$ cat config.mk
export PLATFORM = sky130hd
export DESIGN_NAME = decodeStage
export DESIGN_NICKNAME = d
export VERILOG_FILES = /design/src/source/rvPkg.sv /design/src/source/decodeStage.sv
export SDC_FILE = /design/constraint.sdc
export NUM_CORES = 1
export LEC_CHECK = 0
export BUFFER_PORTS_ARGS = -buffer_cell sky130_fd_sc_hd__buf_2
export CAP_MARGIN = 20
export CORE_AREA = 5 5 112 114
export CTS_CLUSTER_SIZE = 25
export DETAILED_ROUTE_END_ITERATION = 10
export DIE_AREA = 0 0 117 119
export PLACE_DENSITY = 0.62
export REMOVE_ABC_BUFFERS = 1
export SETUP_SLACK_MARGIN = 0.4
export SLEW_MARGIN = 20
export SYNTH_ARGS = -nofsm -noshare
export SYNTH_HDL_FRONTEND = slang
export SYNTH_SLANG_ARGS = --single-unit
$ cat constraint.sdc
create_clock -name clk -period 1.59 [get_ports clk]
set_clock_uncertainty 0.05 [all_clocks]
set_input_delay 0.318 -clock clk [delete_from_list [all_inputs] [get_ports clk]]
set_output_delay 0.318 -clock clk [all_outputs]
set_load 0.01 [all_outputs]
$ cat src/source/rvPkg.sv
package rvPkg;

	// RV32I major opcodes
	typedef enum logic [6:0] {
		OpLui     = 7'b0110111,
		OpAuipc   = 7'b0010111,
		OpJal     = 7'b1101111,
		OpJalr    = 7'b1100111,
		OpBranch  = 7'b1100011,
		OpLoad    = 7'b0000011,
		OpStore   = 7'b0100011,
		OpImm     = 7'b0010011,
		OpReg     = 7'b0110011,
		OpSystem  = 7'b1110011,
		OpMiscMem = 7'b0001111
	} OpcodeT;

	typedef enum logic [3:0] {
		AluAdd,
		AluSub,
		AluSll,
		AluSlt,
		AluSltu,
		AluXor,
		AluSrl,
		AluSra,
		AluOr,
		AluAnd,
		AluPassB
	} AluOpT;

	typedef enum logic [1:0] {
		WbAlu,
		WbLoad,
		WbPc4
	} WbSelT;

	// same encoding as funct3 of loads and stores
	typedef enum logic [2:0] {
		SizeB  = 3'b000,
		SizeH  = 3'b001,
		SizeW  = 3'b010,
		SizeBu = 3'b100,
		SizeHu = 3'b101
	} SizeT;

	// one instruction word, six ways to slice it
	typedef union packed {
		struct packed {
			logic [6:0] funct7;
			logic [4:0] rs2;
			logic [4:0] rs1;
			logic [2:0] funct3;
			logic [4:0] rd;
			OpcodeT     opcode;
		} r;
		struct packed {
			logic [11:0] imm11_0;
			logic [4:0]  rs1;
			logic [2:0]  funct3;
			logic [4:0]  rd;
			OpcodeT      opcode;
		} i;
		struct packed {
			logic [6:0] imm11_5;
			logic [4:0] rs2;
			logic [4:0] rs1;
			logic [2:0] funct3;
			logic [4:0] imm4_0;
			OpcodeT     opcode;
		} s;
		struct packed {
			logic       imm12;
			logic [5:0] imm10_5;
			logic [4:0] rs2;
			logic [4:0] rs1;
			logic [2:0] funct3;
			logic [3:0] imm4_1;
			logic       imm11;
			OpcodeT     opcode;
		} b;
		struct packed {
			logic [19:0] imm31_12;
			logic [4:0]  rd;
			OpcodeT      opcode;
		} u;
		struct packed {
			logic       imm20;
			logic [9:0] imm10_1;
			logic       imm11;
			logic [7:0] imm19_12;
			logic [4:0] rd;
			OpcodeT     opcode;
		} j;
	} InstrU;

endpackage
$ cat src/source/decodeStage.sv
`timescale 1ns/1ps

module decodeStage (
	input  logic          clk,
	input  logic          rst,
	input  logic          fetchValid_i,
	input  logic [31:0]   pc_i,
	input  logic [31:0]   instr_i,
	output logic [4:0]    rs1Addr_o,
	output logic [4:0]    rs2Addr_o,
	output logic          decValid_o,
	output logic [31:0]   pc_o,
	output logic [4:0]    rd_o,
	output logic [31:0]   imm_o,
	output rvPkg::AluOpT  aluOp_o,
	output logic          aSelPc_o,
	output logic          bSelImm_o,
	output logic          brUnsigned_o,
	output logic          isBranch_o,
	output logic          isJal_o,
	output logic          isJalr_o,
	output logic [2:0]    funct3_o,
	output logic          memWe_o,
	output logic          memRe_o,
	output rvPkg::SizeT   size_o,
	output rvPkg::WbSelT  wbSel_o,
	output logic          regWe_o
);

	import rvPkg::*;

	InstrU instr;
	logic [31:0] immD;
	AluOpT aluOpD;
	WbSelT wbSelD;
	logic aSelPcD, bSelImmD, isBranchD, isJalD, isJalrD;
	logic memWeD, memReD, regWeD;

	function automatic AluOpT aluFromFunct3(input logic [2:0] funct3, input logic alt);
		case (funct3)
			3'b000: return alt ? AluSub : AluAdd;
			3'b001: return AluSll;
			3'b010: return AluSlt;
			3'b011: return AluSltu;
			3'b100: return AluXor;
			3'b101: return alt ? AluSra : AluSrl;
			3'b110: return AluOr;
			default: return AluAnd;
		endcase
	endfunction

	assign instr = instr_i;
	// register file reads on the same edge as the decode registers
	assign rs1Addr_o = instr.r.rs1;
	assign rs2Addr_o = instr.r.rs2;

	always_comb begin
		immD = {{20{instr.i.imm11_0[11]}}, instr.i.imm11_0};
		aluOpD = AluAdd;
		wbSelD = WbAlu;
		aSelPcD = 1'b0;
		bSelImmD = 1'b1;
		isBranchD = 1'b0;
		isJalD = 1'b0;
		isJalrD = 1'b0;
		memWeD = 1'b0;
		memReD = 1'b0;
		regWeD = 1'b0;
		case (instr.r.opcode)
			OpLui: begin
				immD = {instr.u.imm31_12, 12'b0};
				aluOpD = AluPassB;
				regWeD = 1'b1;
			end
			OpAuipc: begin
				immD = {instr.u.imm31_12, 12'b0};
				aSelPcD = 1'b1;
				regWeD = 1'b1;
			end
			OpJal: begin
				immD = {{12{instr.j.imm20}}, instr.j.imm19_12, instr.j.imm11,
					instr.j.imm10_1, 1'b0};
				aSelPcD = 1'b1;
				isJalD = 1'b1;
				wbSelD = WbPc4;
				regWeD = 1'b1;
			end
			OpJalr: begin
				isJalrD = 1'b1;
				wbSelD = WbPc4;
				regWeD = 1'b1;
			end
			OpBranch: begin
				immD = {{20{instr.b.imm12}}, instr.b.imm11, instr.b.imm10_5,
					instr.b.imm4_1, 1'b0};
				aSelPcD = 1'b1;
				isBranchD = 1'b1;
			end
			OpLoad: begin
				memReD = 1'b1;
				wbSelD = WbLoad;
				regWeD = 1'b1;
			end
			OpStore: begin
				immD = {{20{instr.s.imm11_5[6]}}, instr.s.imm11_5, instr.s.imm4_0};
				memWeD = 1'b1;
			end
			OpImm: begin
				// only shifts use funct7, addi never becomes sub
				aluOpD = aluFromFunct3(instr.i.funct3,
					instr.r.funct7[5] && instr.i.funct3 == 3'b101);
				regWeD = 1'b1;
			end
			OpReg: begin
				aluOpD = aluFromFunct3(instr.r.funct3, instr.r.funct7[5]);
				bSelImmD = 1'b0;
				regWeD = 1'b1;
			end
			// fence, system and unknown opcodes fall through as no-ops
			default: ;
		endcase
	end

	always_ff @(posedge clk) begin
		if (rst) begin
			decValid_o <= 1'b0;
			memWe_o <= 1'b0;
			memRe_o <= 1'b0;
			regWe_o <= 1'b0;
		end else begin
			decValid_o <= fetchValid_i;
			if (fetchValid_i) begin
				memWe_o <= memWeD;
				memRe_o <= memReD;
				regWe_o <= regWeD;
			end
		end
	end

	always_ff @(posedge clk) begin
		if (fetchValid_i) begin
			pc_o <= pc_i;
			rd_o <= instr.r.rd;
			imm_o <= immD;
			aluOp_o <= aluOpD;
			aSelPc_o <= aSelPcD;
			bSelImm_o <= bSelImmD;
			brUnsigned_o <= instr.b.funct3[1];
			isBranch_o <= isBranchD;
			isJal_o <= isJalD;
			isJalr_o <= isJalrD;
			funct3_o <= instr.r.funct3;
			size_o <= SizeT'(instr.r.funct3);
			wbSel_o <= wbSelD;
		end
	end

	// fetch strobe is a single pulse and decode answers it next cycle
	assert property (@(posedge clk) disable iff (rst)
		fetchValid_i |=> decValid_o && !fetchValid_i)
		else $error("decode strobe did not follow a single fetch strobe");

endmodule

==> results_dict.tcl, run 1 <==
set metrics [dict create \
    viasPerCell 4.42 \
    powerDensity_mw_per_mm2 1080 \
    grt.overflow.total 0 \
    synth_top_family_by_area "simple AND/OR/NAND/NOR gates" \
    reg2reg_from "regWe_o" \
    postRouteAntennaNets 0 \
    fin_setup_tns_ns 0 \
    rr_endpoint "regWe_o" \
    rows 39 \
    ys_warn_count 0 \
    slew_violations 0 \
    clock-sinks 87 \
    htreeDepth 3 \
    io_buffers 167 \
    synthMuxAreaShare_pct 1.20 \
    worstHoldEndpoint "pc_o[25]" \
    gp_congestion 0.793 \
    status "finished clean" \
    hold_start "pc_i[25]" \
    grt_max_degree 41 \
    drc_errors 0 \
    tightest_slew_ns 0.329 \
    synth_area_leaders "edfxtp_1 75%, a21o_1 4.3%, buf_4 3.4%" \
    ctsHoldBuffers 0 \
    syn_inst 192 \
    peakVddDrop_v 0.000452 \
    root_buffer "clkbuf_16" \
    drv_cap 0 \
    ys_ff_latch 87 \
    antenna_cells 0 \
    max_freq_mhz 759 \
    yosys.area.top_type "edfxtp_1" \
    worst-setup-path-type "input port to flop" \
    yosysTopAreaCellShare_pct 74.6 \
    total_power_mw 5.43 \
    wl_microns 8640 \
    whs_path_depth 1 \
    die-width_microns 117 \
    synth-compound-area-share_pct 8.23 \
    floorplan.die_area_sq_mm 0.0139 \
    start_util_pct 29.5 \
    final_area_sq_mm 0.00501 \
    p_leak_nw 2.23 \
    grt_pass1_wl_microns 12600 \
    area_growth_pct 49.8 \
    post_drt_wl_per_cell_microns 16.1 \
    hold_viol 0 \
    ys_types 37 \
    ff2ff_setup_slack_ns 0.91 \
    arrival_ns 1.36 \
    slew_headroom_pct 78.0 \
    min_period_over_period_pct 82.8 \
    vias 2370 \
    cp-end-kind "flop" \
    ioPinCount 168 \
    fillers 1061 \
    synthAdderAreaFrac_pct 0 \
    clock_latency_ns 0.33 \
    dp_hpwl_microns 6660 \
    crit_required_ns 1.63 \
    first_global_vias 2397 \
    antenna_found_initial 0 \
    drt-initial-drc-count 112 \
    synth_xor_xnor_area_share_pct 0 \
    rsz0062_at_grt "yes" \
    layout.nets 455 \
    syn_avg_cell_area_sq_um 17.4 \
    r2r_cells 2 \
    clockBufferDepth 2 \
    crit_fanout 8 \
    synthSimpleGateAreaFrac_pct 9.17 \
    post_dp_cell_area_sq_mm 0.00448 \
    syn-cell-area_sq_mm 0.00334 \
    start_kind "input port" \
    grtUsageTotal_pct 12.0 \
    core_area_sq_mm 0.0113 \
    final_cells 536 \
    whs_ns 0.101 \
    dr.pass1.iters 5 \
    cts_tree "yes" \
    cts_buffers 9 \
    yosysSeqAreaShare_pct 76.9 \
    hp-class "input port to flop" \
    drive_above_1_share_pct 61.6 \
    clkTransAtPathRegs_ns 0.06 \
    setup_viol 0 \
    place_inst 514 \
    die_y_microns 119 \
    finalCriticalPeriod_ns 1.32 \
]
metrics by stage:
step,setup WS (ns),util [%]
floorplan,-0.0501,-
global placement,-0.291,39.6
detailed placement,-0.258,39.6
CTS,0.271,42.8
global route,0.263,44.2
finish,0.273,44.2
layout by cell type, fill, tap and decap left out, drive strengths merged, types with 2 or more instances in the layout:
cell type,count
nor2b,11
nor3,2
inv,3
clkinv,3
and3b,2
a21o,19
o21ai,4
or2,2
mux2i,4
buf,204
nand3b,2
clkbuf,11
nand2,4
dfxtp,4
a22o,4
and3,5
nor2,11
a2111oi,2
edfxtp,83
area by class of cell:
class                      count  area, sq um  area share (%)
clock inverter                 6         60.1            1.20
inverter                       2         7.51           0.150
multi-input combinational     83          718            14.3
clock buffer                  10          229            4.57
sequential                    87         2580            51.4
timing repair buffer         205         1240            24.7
tap                          143          179            3.57
timing repair:
action                     CTS  global route
gates resized for setup     16            25
setup buffers                1             4
cloned                       0             1
setup endpoints to repair  117           123
pin swaps                    0            18
logic make-up after synthesis:
group	Yosys count
buf+inv	22
mux	4
compound gates	34
flops	87
simple gates	45
sequential cells by signal (all words and copies together) (netlist names), 2 cells and up:
register / flops
imm_o: 32
size_o: 3
rd_o: 5
pc_o: 32
wbSel_o: 2
aluOp_o: 4
metal layers:
metal	wire, microns	part of all wire, %	global-route usage, %
met5	0	0	0
met1	3420	40	14.3
met2	4130	48	19.2
met4	200	2.3	5.73
met3	887	10	4.26
critical path: stages:
cell	delay, ns
buf_6	0.09
and3b_4	0.18
and3_4	0.20
or2_4	0.27
buf_6	0.14
a21o_1	0.16
report_power, final:
part / switching [mW] / leakage, nW / internal, mW
clock: 0.844 / 0.140 / 1.21
sequential: 0.0418 / 0.844 / 2.70
combinational: 0.342 / 1.24 / 0.297
total: 1.23 / 2.23 / 4.21
worst max-delay path by stage:
| stage | depth (start not counted) | end | start | slack [ns] |
|---|---|---|---|---|
| 6_report | 6 | imm_o[14] | instr_i[0] | 0.27 |
| 3_3_place_gp | 6 | regWe_o | instr_i[1] | -0.29 |
| 4_1_cts | 7 | imm_o[14] | instr_i[3] | 0.27 |
| 5_1_grt | 6 | imm_o[14] | instr_i[0] | 0.26 |
| 3_5_place_dp | 6 | regWe_o | instr_i[1] | -0.26 |
| 2_1_floorplan | 4 | imm_o[0] | instr_i[3] | -0.05 |
Yosys cell counts:
master and n:
edfxtp_1 83, a21o_1 19, buf_4 15, nor2b_1 10, nor2_1 9, a22o_1 4, and3_1 4, dfxtp_1 4
mux2i_1 4, nand2_1 4, o21ai_0 4, a2111oi_0 2, buf_2 2, clkbuf_1 2, inv_1 2, nand3b_1 2
nor2_2 2, a211o_1 1, a211oi_1 1, and3_4 1, and3b_1 1, and3b_4 1, buf_6 1, nand2b_1 1
nand3_1 1, nand4_1 1, nand4bb_4 1, nor2b_2 1, nor3_1 1, nor3_2 1, nor3b_1 1, nor4_4 1
o2111ai_1 1, o22a_1 1, o311ai_4 1, or2_1 1, or2_2 1
Power figures use the tool's default switching activity.
==> run 2: changes to the inputs <==
--- a/config.mk
+++ b/config.mk
@@ -5,13 +5,14 @@
 export SDC_FILE = /design/constraint.sdc
 export NUM_CORES = 1
 export LEC_CHECK = 0
+export ABC_AREA = 1
 export BUFFER_PORTS_ARGS = -buffer_cell sky130_fd_sc_hd__buf_2
 export CAP_MARGIN = 20
-export CORE_AREA = 5 5 112 114
+export CORE_AREA = 5 5 114 116
 export CTS_CLUSTER_SIZE = 25
 export DETAILED_ROUTE_END_ITERATION = 10
-export DIE_AREA = 0 0 117 119
-export PLACE_DENSITY = 0.62
+export DIE_AREA = 0 0 119 121
+export PLACE_DENSITY = 0.59
 export REMOVE_ABC_BUFFERS = 1
 export SETUP_SLACK_MARGIN = 0.4
 export SLEW_MARGIN = 20
==> constraint.sdc (replaced) <==
create_clock -name clk -period 1.3 [get_ports clk]
set_clock_uncertainty 0.05 [all_clocks]
set_input_delay 0.26 -clock clk [delete_from_list [all_inputs] [get_ports clk]]
set_output_delay 0.26 -clock clk [all_outputs]
set_load 0.01 [all_outputs]
==> run 2 against run 1 <==
  * Clock-buffer cell count fell by 1
  * Wire length increased by 13%
  * Total power increased by 29%
  * Worst hold slack got worse by 0.077 ns
  * Highest routed layer is now met5
  * Sequential power up 23%
  * Area after synthesis increased by 4.0%
  * Synthesized cell count grew 34%
  * Sequential cell count unchanged
  * Clock power grew 34%
  * Critical endpoint is now imm_o[16]
==> results_dict.tcl, run 2 <==
set metrics [dict create \
    grtUsageTotal_pct 13.5 \
    clock_latency_ns 0.34 \
    yosys.area.top_type "edfxtp_1" \
    layout.nets 519 \
    synth-edff-count 83 \
    p_int_mw 5.37 \
    final_cells 604 \
    grt.overflow.total 0 \
    ioPinCount 168 \
    total_power_mw 7.01 \
    ys_ff_latch 87 \
    post_drt_wl_per_cell_microns 16.2 \
    synthAdderAreaFrac_pct 0 \
    worstSetupStartpoint "imm_o[16]" \
    crit_required_ns 0.99 \
    grt_pass1_wl_microns 15100 \
    min_period_over_period_pct 93.6 \
    die-width_microns 119 \
    powerDensity_mw_per_mm2 1270 \
    max_freq_mhz 822 \
    wl_microns 9780 \
    final_cell_mix "154 x buf_2, 83 x edfxtp_1, 28 x inv_1" \
    place_inst 571 \
    post_dp_cell_area_sq_mm 0.00456 \
    place_ws_ns -0.135 \
    ys_warn_count 0 \
    synth_most_common_cell "edfxtp_1" \
    clock-sinks 87 \
    fin_setup_tns_ns 0 \
    synth_xor_xnor_area_share_pct 0 \
    cts_tree "yes" \
    dp_hpwl_microns 7020 \
    arrival_ns 0.91 \
    drc_errors 0 \
    hold_viol 0 \
    drt-initial-drc-count 148 \
    start_util_pct 29.4 \
    yosysTopAreaCellShare_pct 71.7 \
    worst-path-stages 1 \
    antenna_cells 0 \
    hold_start "rst" \
    regArea_sq_mm 0.00258 \
    root_buffer "clkbuf_16" \
    swShare_pct 23.3 \
    final_area_sq_mm 0.00553 \
    gp_congestion 0.820 \
    drv_cap 0 \
    rr_endpoint "memRe_o" \
    fillers 1042 \
    slew_headroom_pct 79.7 \
    drive_above_1_share_pct 65.2 \
    hp-class "input port to flop" \
    tightest_slew_ns 0.302 \
    yosysSeqAreaShare_pct 74.0 \
    floorplan.die_area_sq_mm 0.0144 \
    ff2ff_setup_slack_ns 0.48 \
    status "finished clean" \
    cp_slowest_cell "edfxtp_1" \
    start_kind "flop" \
    synth_area_leaders "edfxtp_1 72%, nand2_1 3.7%, inv_1 3.3%" \
    r2r_cells 2 \
    whs_ns 0.0236 \
    rows 40 \
    fin_ws_ns 0.0832 \
    crit_chain "buf_6" \
    syn_avg_cell_area_sq_um 13.5 \
    seq_power_share_pct 48.0 \
    core_area_sq_mm 0.0118 \
    postRouteAntennaNets 0 \
    syn-cell-area_sq_mm 0.00348 \
    peakVddDrop_v 0.000519 \
    fin_util_pct 46.8 \
    grt_max_degree 42 \
    first_global_vias 2830 \
    crit_fanout 1 \
    clkTransAtPathRegs_ns 0.06 \
    rsz0062_at_grt "yes" \
    power_frac_comb_pct 12.6 \
    critPathMaxStageDelay_ns 0.42 \
    power_frac_clock_pct 39.4 \
    io_buffers 167 \
    dr.pass1.iters 4 \
    antenna_found_initial 1 \
    cp-end-kind "primary output" \
    area_growth_pct 59.0 \
    die_y_microns 121 \
    synthMuxAreaShare_pct 0 \
    worst-setup-path-type "flop to primary output" \
    synthSimpleGateAreaFrac_pct 13.8 \
    finalCriticalPeriod_ns 1.22 \
    synth_top_family_by_area "simple AND/OR/NAND/NOR gates" \
    async_flop_share_pct 0 \
    setup_viol 0 \
    slew_violations 0 \
    ys.flop_type "edfxtp_1" \
    timing.critical_path.buf_inv 1 \
    largest_registers "imm_o (32), pc_o (32), rd_o (5)" \
    final_common_cell "buf_2" \
    yosys-top-cells-count "83 x edfxtp_1, 34 x nand2_1, 31 x inv_1, 23 x nand3_1, 15 x buf_4" \
    viasPerCell 4.44 \
    p_leak_nw 2.49 \
    endpoint "imm_o[16]" \
    syn_inst 258 \
    switchingPower_mw 1.64 \
    reg2reg_from "memRe_o" \
    ys_types 22 \
    multi_input_area_sq_um 948 \
    clockBufferDepth 2 \
    vias 2680 \
    synth-compound-area-share_pct 4.75 \
    crit_family "flip-flops" \
    cts_buffers 9 \
    htreeDepth 3 \
]
## run 2: changes by cell type after synthesis, sizes merged, moves of 4 or more
cell | before | now
mux2i | 4 | 0
a22o | 4 | 0
nand2 | 4 | 40
nor2 | 11 | 21
a21o | 19 | 0
nor2b | 11 | 0
inv | 2 | 35
nand3 | 1 | 24
a21oi | 0 | 11
and3 | 5 | 0
o21ai | 4 | 19
## run 2: cell type report
type | instances | area share, %
Tap cell | 147 | 3.33
Multi-Input combinational cell | 121 | 17.2
Timing Repair Buffer | 198 | 24.1
Clock inverter | 7 | 1.77
Inverter | 35 | 2.92
Sequential cell | 87 | 46.6
Clock buffer | 9 | 4.08
## run 2: how the worst min path moves through the flow
stage | endpoint | slack, ns | cells past startpoint
detailed placement | decValid_o | 0.38 | 2
global placement | decValid_o | 0.38 | 2
floorplan | decValid_o | 0.28 | 1
global route | decValid_o | 0.01 | 2
CTS | decValid_o | 0.008 | 2
finish | decValid_o | 0.02 | 2
## run 2: kinds of logic (layout without fill, tap and decap cells)
logic type	count (synthesis)	count (layout)
buffers and inverters	52	249
AOI/OAI and AO/OA	32	32
and+or+nand+nor	87	89
DFF	87	87
## run 2: metal layers
metal | up-vias | share of wire (%) | track usage [%]
met5 | - | 0.20 | 0
met4 | 2 | 1.2 | 4.20
met3 | 15 | 8.0 | 5.36
met2 | 112 | 50 | 22.9
met1 | 1273 | 40 | 15.8
li1 | 1278 | - | -
## run 2: timing repair
action,CTS,global route
setup buffers,10,5
gates cloned,2,0
pin swaps,29,16
hold buffers,0,0
resized for setup,65,59
endpoints found under the setup margin,127,131
## run 2: power groups by stage
stage | Sequential (mW) | Combinational, mW | Clock [mW]
floorplan | 3.55 | 0.123 | 0
global placement | 3.42 | 0.747 | 0
detailed placement | 3.42 | 0.759 | 0
CTS | 3.37 | 0.838 | 2.86
global route | 3.39 | 0.956 | 2.97
finish | 3.37 | 0.884 | 2.76
